**src/design/mcu_cfg.svh**
```systemverilog
// --------------------------------------------------------------------------
// Widths and depths of the memory command unit, shared with the testbench
// Queue depths must be powers of two for the wrap-bit pointer scheme
// MCU_RSP_CREDITS must not exceed MCU_RSP_DEPTH
// --------------------------------------------------------------------------
`ifndef MCU_CFG_SVH
`define MCU_CFG_SVH

// Word address on the memory port
`define MCU_ADDR_W 16

// Data word and its byte strobes
`define MCU_DATA_W 32
`define MCU_STRB_W 4

// Requester tag carried back in every response
`define MCU_TAG_W 8

// Request queue depth, also the requester's initial credit count
`define MCU_REQ_DEPTH 8

// Response queue depth
`define MCU_RSP_DEPTH 8

// Response credits held at reset
// One credit per response queue slot
`define MCU_RSP_CREDITS `MCU_RSP_DEPTH

`endif

```
**src/design/mcu_pkg.sv**
```systemverilog
// --------------------------------------------------------------------------
// Command, operand and FSM types of the memory command unit
// Operand layout is tied to MCU_DATA_W, MCU_STRB_W and MCU_TAG_W
// --------------------------------------------------------------------------
`include "mcu_cfg.svh"

package mcu_pkg;

  // Single-bit command code
  typedef enum logic {
    CMD_READ  = 1'b0,
    CMD_WRITE = 1'b1
  } mcu_cmd_e;

  // Write view of the operand word
  typedef struct packed {
    logic [`MCU_DATA_W-1:0] wdata;
    logic [`MCU_STRB_W-1:0] wstrb;
  } mcu_wr_view_t;

  // Read view of the operand word
  // Mask sits where the strobes sit, ignored by the unit
  typedef struct packed {
    logic [`MCU_TAG_W-1:0]            tag;
    logic [`MCU_DATA_W-`MCU_TAG_W-1:0] pad;
    logic [`MCU_STRB_W-1:0]           mask;
  } mcu_rd_view_t;

  // Same 36-bit word, decoded by command
  typedef union packed {
    mcu_wr_view_t wr;
    mcu_rd_view_t rd;
  } mcu_operand_u;

  // One request queue entry
  typedef struct packed {
    mcu_cmd_e               cmd;
    logic [`MCU_ADDR_W-1:0] offset;
    logic [`MCU_TAG_W-1:0]  tag;
    mcu_operand_u           operand;
  } mcu_req_t;

  // Issue FSM states
  typedef enum logic [1:0] {IDLE, ISSUE, WAIT} mcu_state_e;

endpackage

```
**src/design/mcu_decode.sv**
```systemverilog
// --------------------------------------------------------------------------
// Descriptor base, request queue and requester credit return
// Requester must hold a credit for every req_valid, queue has no full check
// Commands stay queued until a descriptor has been loaded
// --------------------------------------------------------------------------
`timescale 1ns/1ps
`include "mcu_cfg.svh"

module mcu_decode import mcu_pkg::*; (
  input  logic                   ap_clk,
  input  logic                   areset_control,
  // Descriptor
  input  logic                   cfg_valid,
  input  logic [`MCU_ADDR_W-1:0] cfg_base,
  // Request side
  input  logic                   req_valid,
  input  mcu_cmd_e               req_cmd,
  input  logic [`MCU_ADDR_W-1:0] req_offset,
  input  logic [`MCU_TAG_W-1:0]  req_tag,
  input  mcu_operand_u           req_operand,
  // Queue head toward execute
  input  logic                   pop,
  output logic                   head_valid,
  output mcu_req_t               head,
  output logic [`MCU_ADDR_W-1:0] head_addr,
  output logic                   req_credit,
  output logic                   req_empty
);

  localparam int PTR_W = $clog2(`MCU_REQ_DEPTH);

  logic [`MCU_ADDR_W-1:0] base_q;
  logic                   base_loaded;
  mcu_req_t               req_word;
  mcu_req_t               queue_mem [`MCU_REQ_DEPTH];
  // Extra MSB tells full from empty
  logic [PTR_W:0]         wr_ptr;
  logic [PTR_W:0]         rd_ptr;

  // --------------------------------------------------------------------------
  // Descriptor
  // --------------------------------------------------------------------------
  // Loaded flag opens the queue head
  always_ff @(posedge ap_clk) begin
    if (areset_control) begin
      base_loaded <= 1'b0;
    end else if (cfg_valid) begin
      base_loaded <= 1'b1;
    end
  end

  // Base value, reloadable by a later descriptor
  always_ff @(posedge ap_clk) begin
    if (cfg_valid) begin
      base_q <= cfg_base;
    end
  end

  // --------------------------------------------------------------------------
  // Request queue
  // --------------------------------------------------------------------------
  // Pack loose request ports into one entry
  always_comb begin
    req_word.cmd     = req_cmd;
    req_word.offset  = req_offset;
    req_word.tag     = req_tag;
    req_word.operand = req_operand;
  end

  // Entry written in the cycle req_valid is seen
  always_ff @(posedge ap_clk) begin
    if (req_valid) begin
      queue_mem[wr_ptr[PTR_W-1:0]] <= req_word;
    end
  end

  always_ff @(posedge ap_clk) begin
    if (areset_control) begin
      wr_ptr <= '0;
      rd_ptr <= '0;
    end else begin
      if (req_valid) begin
        wr_ptr <= wr_ptr + (PTR_W+1)'(1);
      end
      if (pop) begin
        rd_ptr <= rd_ptr + (PTR_W+1)'(1);
      end
    end
  end

  assign req_empty = (wr_ptr == rd_ptr);

  // Head visible only once a descriptor is in
  assign head       = queue_mem[rd_ptr[PTR_W-1:0]];
  assign head_valid = ~req_empty & base_loaded;
  // Word address, wraps at the port width
  assign head_addr  = base_q + head.offset;

  // One credit back per popped entry, a cycle late
  always_ff @(posedge ap_clk) begin
    if (areset_control) begin
      req_credit <= 1'b0;
    end else begin
      req_credit <= pop;
    end
  end

endmodule

```
**src/design/mcu_execute.sv**
```systemverilog
// --------------------------------------------------------------------------
// Issue FSM and single-beat memory port driver
// One access in flight, started only while a response credit is held
// mem_done is expected no earlier than the cycle after mem_req
// --------------------------------------------------------------------------
`timescale 1ns/1ps
`include "mcu_cfg.svh"

module mcu_execute import mcu_pkg::*; (
  input  logic                   ap_clk,
  input  logic                   areset_control,
  // Queue head from decode
  input  logic                   head_valid,
  input  mcu_req_t               head,
  input  logic [`MCU_ADDR_W-1:0] head_addr,
  // Consumer credit return
  input  logic                   rsp_credit,
  input  logic                   mem_done,
  output logic                   pop,
  // Memory port
  output logic                   mem_req,
  output logic                   mem_we,
  output logic [`MCU_ADDR_W-1:0] mem_addr,
  output logic [`MCU_DATA_W-1:0] mem_wdata,
  output logic [`MCU_STRB_W-1:0] mem_wstrb,
  // Completion toward result
  output logic                   done_valid,
  output logic [`MCU_TAG_W-1:0]  done_tag,
  output mcu_cmd_e               done_cmd,
  output logic [`MCU_DATA_W-1:0] done_wdata,
  output logic                   exec_busy
);

  localparam int CRD_W = $clog2(`MCU_RSP_CREDITS + 1);

  mcu_state_e             state;
  mcu_state_e             state_nxt;
  logic [CRD_W-1:0]       credit_cnt;
  logic                   has_credit;
  logic                   launch;
  logic                   take_credit;
  logic [`MCU_DATA_W-1:0] head_wdata;
  logic [`MCU_STRB_W-1:0] head_wstrb;
  logic [`MCU_TAG_W-1:0]  head_tag;
  logic [`MCU_TAG_W-1:0]  issue_tag;
  mcu_cmd_e               issue_cmd;

  // --------------------------------------------------------------------------
  // Operand decode
  // --------------------------------------------------------------------------
  // Writes use the write view and the struct tag
  // Reads take the tag from the read view, strobes forced low
  always_comb begin
    if (head.cmd == CMD_WRITE) begin
      head_wdata = head.operand.wr.wdata;
      head_wstrb = head.operand.wr.wstrb;
      head_tag   = head.tag;
    end else begin
      head_wdata = '0;
      head_wstrb = '0;
      head_tag   = head.operand.rd.tag;
    end
  end

  // --------------------------------------------------------------------------
  // Issue FSM
  // --------------------------------------------------------------------------
  assign has_credit = (credit_cnt != '0);

  always_comb begin
    state_nxt = state;
    case (state)
      IDLE:    if (head_valid && has_credit) state_nxt = ISSUE;
      ISSUE:   state_nxt = WAIT;
      WAIT:    if (mem_done) state_nxt = IDLE;
      default: state_nxt = IDLE;
    endcase
  end

  always_ff @(posedge ap_clk) begin
    if (areset_control) begin
      state <= IDLE;
    end else begin
      state <= state_nxt;
    end
  end

  assign launch      = (state == IDLE) && (state_nxt == ISSUE);
  assign take_credit = (state == ISSUE);

  // Pop and request share the ISSUE cycle
  assign pop     = (state == ISSUE);
  assign mem_req = (state == ISSUE);
  assign mem_we  = (issue_cmd == CMD_WRITE);

  // Access fields held from ISSUE until the next launch
  always_ff @(posedge ap_clk) begin
    if (launch) begin
      mem_addr  <= head_addr;
      mem_wdata <= head_wdata;
      mem_wstrb <= head_wstrb;
      issue_tag <= head_tag;
      issue_cmd <= head.cmd;
    end
  end

  // --------------------------------------------------------------------------
  // Response credits
  // --------------------------------------------------------------------------
  always_ff @(posedge ap_clk) begin
    if (areset_control) begin
      credit_cnt <= CRD_W'(`MCU_RSP_CREDITS);
    end else begin
      case ({take_credit, rsp_credit})
        2'b10:   credit_cnt <= credit_cnt - CRD_W'(1);
        2'b01:   credit_cnt <= credit_cnt + CRD_W'(1);
        default: credit_cnt <= credit_cnt;
      endcase
    end
  end

  // Completion one cycle after mem_done
  always_ff @(posedge ap_clk) begin
    if (areset_control) begin
      done_valid <= 1'b0;
    end else begin
      done_valid <= (state == WAIT) && mem_done;
    end
  end

  assign done_tag   = issue_tag;
  assign done_cmd   = issue_cmd;
  assign done_wdata = mem_wdata;
  // Covers the hand-off cycle before the response is queued
  assign exec_busy  = (state != IDLE) || done_valid;

endmodule

```
**src/design/mcu_result.sv**
```systemverilog
// --------------------------------------------------------------------------
// Response queue and idle status
// Drained one entry per cycle, the consumer's credits guarantee room
// mem_rdata is sampled every cycle and used one cycle after mem_done
// --------------------------------------------------------------------------
`timescale 1ns/1ps
`include "mcu_cfg.svh"

module mcu_result import mcu_pkg::*; (
  input  logic                   ap_clk,
  input  logic                   areset_control,
  // Completion from execute
  input  logic                   done_valid,
  input  logic [`MCU_TAG_W-1:0]  done_tag,
  input  mcu_cmd_e               done_cmd,
  input  logic [`MCU_DATA_W-1:0] done_wdata,
  input  logic [`MCU_DATA_W-1:0] mem_rdata,
  // Status from the other blocks
  input  logic                   exec_busy,
  input  logic                   pop_empty_hint,
  // Response side
  output logic                   rsp_valid,
  output logic [`MCU_TAG_W-1:0]  rsp_tag,
  output logic [`MCU_DATA_W-1:0] rsp_data,
  output logic                   idle
);

  localparam int PTR_W   = $clog2(`MCU_RSP_DEPTH);
  localparam int ENTRY_W = `MCU_TAG_W + `MCU_DATA_W;

  logic [`MCU_DATA_W-1:0] rdata_q;
  logic [`MCU_DATA_W-1:0] sel_data;
  logic [ENTRY_W-1:0]     rsp_mem [`MCU_RSP_DEPTH];
  // Extra MSB tells full from empty
  logic [PTR_W:0]         wr_ptr;
  logic [PTR_W:0]         rd_ptr;
  logic                   rsp_empty;
  logic                   rsp_pop;

  // --------------------------------------------------------------------------
  // Data selection
  // --------------------------------------------------------------------------
  // Read data lands in the mem_done cycle, done_valid follows
  always_ff @(posedge ap_clk) begin
    rdata_q <= mem_rdata;
  end

  // Reads return memory data, writes echo their data
  assign sel_data = (done_cmd == CMD_READ) ? rdata_q : done_wdata;

  // --------------------------------------------------------------------------
  // Response queue
  // --------------------------------------------------------------------------
  always_ff @(posedge ap_clk) begin
    if (done_valid) begin
      rsp_mem[wr_ptr[PTR_W-1:0]] <= {done_tag, sel_data};
    end
  end

  always_ff @(posedge ap_clk) begin
    if (areset_control) begin
      wr_ptr <= '0;
      rd_ptr <= '0;
    end else begin
      if (done_valid) begin
        wr_ptr <= wr_ptr + (PTR_W+1)'(1);
      end
      if (rsp_pop) begin
        rd_ptr <= rd_ptr + (PTR_W+1)'(1);
      end
    end
  end

  assign rsp_empty = (wr_ptr == rd_ptr);

  // Head leaves whenever present
  assign rsp_pop               = ~rsp_empty;
  assign rsp_valid             = rsp_pop;
  assign {rsp_tag, rsp_data}   = rsp_mem[rd_ptr[PTR_W-1:0]];

  // --------------------------------------------------------------------------
  // Idle flag
  // --------------------------------------------------------------------------
  // Both queues empty and nothing on the memory port
  always_ff @(posedge ap_clk) begin
    if (areset_control) begin
      idle <= 1'b1;
    end else begin
      idle <= pop_empty_hint & rsp_empty & ~exec_busy;
    end
  end

endmodule

```
**src/design/mcu_top.sv**
```systemverilog
// --------------------------------------------------------------------------
// Memory command unit top level
// Requester starts with MCU_REQ_DEPTH credits, unit with MCU_RSP_CREDITS
// Responses come back in issue order
// --------------------------------------------------------------------------
`timescale 1ns/1ps
`include "mcu_cfg.svh"

module mcu_top import mcu_pkg::*; (
  input  logic                   ap_clk,
  input  logic                   areset_control,
  // Descriptor
  input  logic                   cfg_valid,
  input  logic [`MCU_ADDR_W-1:0] cfg_base,
  // Request side
  input  logic                   req_valid,
  input  mcu_cmd_e               req_cmd,
  input  logic [`MCU_ADDR_W-1:0] req_offset,
  input  logic [`MCU_TAG_W-1:0]  req_tag,
  input  mcu_operand_u           req_operand,
  output logic                   req_credit,
  // Response side
  output logic                   rsp_valid,
  output logic [`MCU_TAG_W-1:0]  rsp_tag,
  output logic [`MCU_DATA_W-1:0] rsp_data,
  input  logic                   rsp_credit,
  // Memory port
  output logic                   mem_req,
  output logic                   mem_we,
  output logic [`MCU_ADDR_W-1:0] mem_addr,
  output logic [`MCU_DATA_W-1:0] mem_wdata,
  output logic [`MCU_STRB_W-1:0] mem_wstrb,
  input  logic                   mem_done,
  input  logic [`MCU_DATA_W-1:0] mem_rdata,
  output logic                   idle
);

  // Decode to execute
  logic                   head_valid;
  mcu_req_t               head;
  logic [`MCU_ADDR_W-1:0] head_addr;
  logic                   pop;
  logic                   req_empty;
  // Execute to result
  logic                   done_valid;
  logic [`MCU_TAG_W-1:0]  done_tag;
  mcu_cmd_e               done_cmd;
  logic [`MCU_DATA_W-1:0] done_wdata;
  logic                   exec_busy;

  mcu_decode decode_i (
    .ap_clk, .areset_control, .cfg_valid, .cfg_base,
    .req_valid, .req_cmd, .req_offset, .req_tag, .req_operand,
    .pop, .head_valid, .head, .head_addr, .req_credit, .req_empty
  );

  mcu_execute execute_i (
    .ap_clk, .areset_control, .head_valid, .head, .head_addr, .rsp_credit, .mem_done,
    .pop, .mem_req, .mem_we, .mem_addr, .mem_wdata, .mem_wstrb,
    .done_valid, .done_tag, .done_cmd, .done_wdata, .exec_busy
  );

  mcu_result result_i (
    .ap_clk, .areset_control, .done_valid, .done_tag, .done_cmd, .done_wdata,
    .mem_rdata, .exec_busy, .pop_empty_hint(req_empty),
    .rsp_valid, .rsp_tag, .rsp_data, .idle
  );

endmodule

```
**config.mk**
```make
export PLATFORM = sky130hd
export DESIGN_NAME = mcu_top
export DESIGN_NICKNAME = d
export VERILOG_FILES = /design/src/design/mcu_pkg.sv /design/src/design/mcu_decode.sv /design/src/design/mcu_execute.sv /design/src/design/mcu_result.sv /design/src/design/mcu_top.sv
export VERILOG_INCLUDE_DIRS = /design/src /design/src/design
export SDC_FILE = /design/constraint.sdc
export NUM_CORES = 1
export LEC_CHECK = 0
export ABC_AREA = 0
export BUFFER_PORTS_ARGS = -buffer_cell sky130_fd_sc_hd__buf_2
export CAP_MARGIN = 15
export CORE_ASPECT_RATIO = 0.6
export CORE_MARGIN = 1
export CORE_UTILIZATION = 59
export CTS_CLUSTER_DIAMETER = 30
export DETAILED_ROUTE_END_ITERATION = 12
export GPL_TIMING_DRIVEN = 0
export PLACE_DENSITY_LB_ADDON = 0.12
export RECOVER_POWER = 50
export SYNTH_ARGS = -nofsm -noshare
export SYNTH_HDL_FRONTEND = slang
export SYNTH_SLANG_ARGS = --single-unit
```
**constraint.sdc**
```tcl
create_clock -name ap_clk -period 8.8 [get_ports ap_clk]
set_clock_uncertainty 0.1 [all_clocks]
set_input_delay 0.88 -clock ap_clk [delete_from_list [all_inputs] [get_ports ap_clk]]
set_output_delay 0.88 -clock ap_clk [all_outputs]
set_load 0.02 [all_outputs]
```
==> flow_summary_export.csv <==
group,metric,value,unit
critical_path,critPathMostFrequentCell,"buf_2",
timing,holdWs,0.195,ns
synth,netlist_area,35800,sq um
die,core-area,59600,sq um
global_route,grt_overflow,0,
finish,multi_input_area,7570,sq um
die,io_pins,212,
global_route,grt_pass1_vias,17689,
timing,maxSlewHeadroom,-62.0,%
global_route,grt_max_degree,43,
critical_path,cp_top_family,"compound AO/OA/AOI/OAI gates",
drt,drtPass1Iterations,5,
pwr,p_leak,13.8,nW
synth,avgSynthCellArea,22.1,sq um
synth,synth_commonest_cells,"885 x edfxtp_1, 202 x mux4_2, 86 x mux2_2, 73 x nor2_1, 64 x dfxtp_1",
die,die_area,61800,sq um
drt,routed_wirelength,77700,um
timing,hold_violations,0,
pwr,p_int,8.38,mW
finish,fin_util,71.4,%
finish,drive_gt1_share,34.6,%
cts,ctsHoldBuffers,0,
synth,synth.most_common_cell,"edfxtp_1",
run_status,violations,"capacitance limit, slew limit",
synth,synth_warnings,0,
place,gp_congestion,0.760,
die,die_h,193,um
drt,via_count,17315,
pwr,power.density,254,nW/um^2
timing,tns,0,ns
place,dpl.hpwl,49100,um
place,io_buffers,210,
cts,cts_buffers,120,
place,postPlaceCellArea,38600,sq um
die,die_width,320,um
pwr,p_clk_share,46.2,%
run_status,outcome,"complete, but fails checks",
synth,synth_edf_count,885,
global_route,grt_use_total,25.7,%
timing,final_max_slew_viol_count,266,
pwr,seqPwrFrac,47.2,%
cts,clk_transition_reported_paths,0.06,ns
timing,period_minus_slack,4.66,ns
synth,synth_cell_types,41,
synth,synth_top_area_cell,"edfxtp_1",
die,start_util,60.1,%
critical_path,cpPeakStageDelay,0.52,ns
drt,drt_iter0_markers,1567,
synth,seq_area_frac_synth,77.7,%
pwr,switchingPower,2.41,mW
global_route,grt_pass1_wl,113000,um
timing,tightest_slew,2.42,ns
cts,htree_levels,3,
finish,fin_area,42500,sq um
timing,fmax,215,MHz
finish,nFillCells,3590,
run,max-cap-violations,14,
die,std_cell_rows,69,
synth,ys_ff_latch,949,
drt,routedWlPerCell,26.9,um
synth,synth_top_area_share,74.2,%
cts,clk_path_buf_depth,3,
critical_path,setup.worst_path.start_class,"flop",
critical_path,critical_path_peak_fanout,10,
cts,cts.repair.resized,0,
critical_path,crit_chain,"buf_2 > buf_2 > buf_2 > mux4_2 > mux2_2 > ha_1 > a21oi_1 > o21ai_0 > o2111ai_1 > a21oi_1 > a31oi_1 > xnor2_1",
critical_path,arrival,4.97,ns
critical_path,path_buf_inv,3,
critical_path,worst_path_max_delay_cell,"dfxtp_1",
cts,cts_tree,"yes",
pwr,p_total,10.8,mW
drt,ant_nets,0,
timing,post-route-period-util,52.9,%
min_path,hp-class,"in2reg",
finish,nets,2133,
synth,synth_cells,1619,
cts,cts_root_buffer,"clkbuf_16",
synth,ys.flop_type,"edfxtp_1",
synth,syn_nets,1758,
cts,cts_sinks,949,
finish,synthToLayoutAreaGrowth,18.7,%
synth,netlist_top_cells_area,"edfxtp_1 74%, mux4_2 13%, dfxtp_1 3.6%",
drt,post-route-drc-count,0,
pwr,ir_drop,0.173,mV
synth,async_reset_ff_share,0,%
pwr,p_sw_share,22.4,%
global_route,antenna_found_initial,10,
timing,rsz0062_at_grt,"false",
timing,finalSetupViolCount,0,
pwr,combPwrFrac,6.6,%
cts,post_cts_buffers,0,
drt,routed_via_density,6.00,
cts,clk_latency,0.68,ns
critical_path,critPathRequiredTime,9.12,ns
critical_path,critPathKind,"reg2reg",
critical_path,end_kind,"flop",
finish,seq_area,27900,sq um
==> worst register-to-register path, delay by kind of cell (launching register included) <==
kind	cells	cell delay, ns
compound gates	5	1.57
fa+ha+maj	1	0.34
flops	1	0.52
buf+inv	3	1.12
mux	2	0.65
xor+xnor	1	0.11
==> final timing paths <==
| path | from | to | slack [ns] | depth (start not counted) |
|---|---|---|---|---|
| worst max-delay path | flop | execute_i.mem_addr[15]$_DFFE_PP_ | 4.14 | 12 |
| worst min-delay path | mem_rdata[5] | result_i.rdata_q[5]$_DFF_P_ | 0.19 | 1 |
| worst max register to register | flop | execute_i.mem_addr[15]$_DFFE_PP_ | 4.14 | 12 |
| worst min register to register | decode_i.base_loaded$_SDFFE_PP0P_ | decode_i.base_loaded$_SDFFE_PP0P_ | 0.38 | 2 |
==> cell families after synthesis <==
group                    Yosys count  share of synthesized area (%)
AO/OA/AOI/OAI                     62                           1.05
flip-flops                       949                           77.7
XOR/XNOR                          34                          0.831
buffers and inverters             83                           1.11
multiplexers                     330                           16.6
adder cells (fa/ha/maj)           24                          0.880
AND/OR/NAND/NOR                  137                           1.77
==> power groups by stage <==
stage	Sequential (mW)	Combinational, mW	Clock (mW)
3_5_place_dp	5.19	0.718	0
5_1_grt	5.10	0.766	5.24
6_report	5.10	0.708	4.99
2_1_floorplan	5.20	0.443	0
3_3_place_gp	5.20	0.680	0
4_1_cts	5.10	0.724	5.05
==> stage by stage <==
| step | setup slack [ns] | std cells |
|---|---|---|
| after floorplan | 3.00 | 1619 |
| after global placement | -1.17 | 2610 |
| after detailed placement | 4.21 | 2653 |
| after CTS | 4.18 | 2882 |
| after global routing | 3.93 | 2885 |
| final | 4.14 | 2887 |
==> cell type report <==
type,count,area share (%)
well taps,781,2.30
repair buffers,253,3.58
flip-flops and latches,949,65.5
clock inverters,95,2.50
plain buffers,72,0.841
inverters,11,0.0971
multi-input cells,587,17.8
clock buffers,134,7.38
diodes,5,0.0294
==> placed cells by master, fill, tap and decap left out, types with 4 or more instances in the layout <==
cell	instances
nor2_1	73
nand2b_1	13
nand2_1	19
inv_1	11
clkinv_1	7
ha_1	22
nor3_1	7
edfxtp_1	885
a21o_1	5
clkbuf_8	4
dfxtp_1	64
xnor2_1	24
mux4_2	202
buf_2	183
buf_6	16
buf_12	16
clkinv_4	13
mux2_2	84
xor2_1	10
inv_6	13
bufinv_16	14
clkbuf_1	106
a211oi_1	9
buf_4	5
clkbuf_16	122
buf_1	4
clkinv_2	17
a21oi_1	27
clkinvlp_4	22
o21ai_0	9
mux2i_1	41
nor2b_1	12
inv_8	5
diode_2	5
==> registers in the layout, indices dropped and copies added (netlist names), named ones only <==
signal and cells:
decode_i.base_loaded 1, decode_i.rd_ptr 4, execute_i.mem_addr 16, execute_i.credit_cnt 4, execute_i.done_valid 1, execute_i.state 2, execute_i.done_cmd 1, decode_i.base_q 16
execute_i.done_tag 8, result_i.rdata_q 32, decode_i.queue_mem 488, result_i.idle 1, decode_i.req_credit 1, result_i.rd_ptr 4, decode_i.wr_ptr 4, result_i.wr_ptr 4
result_i.rsp_mem 320, execute_i.done_wdata 32, execute_i.mem_wstrb 4
==> layer usage <==
metal	vias to the layer above	track usage [%]	share of wire [%]
li1	7467	-	-
met1	9023	37.6	43
met2	697	39.4	47
met3	118	6.61	7.9
met4	10	6.29	1.9
met5	-	0	0.080
Note: power is estimated with default switching activity, not from simulation.
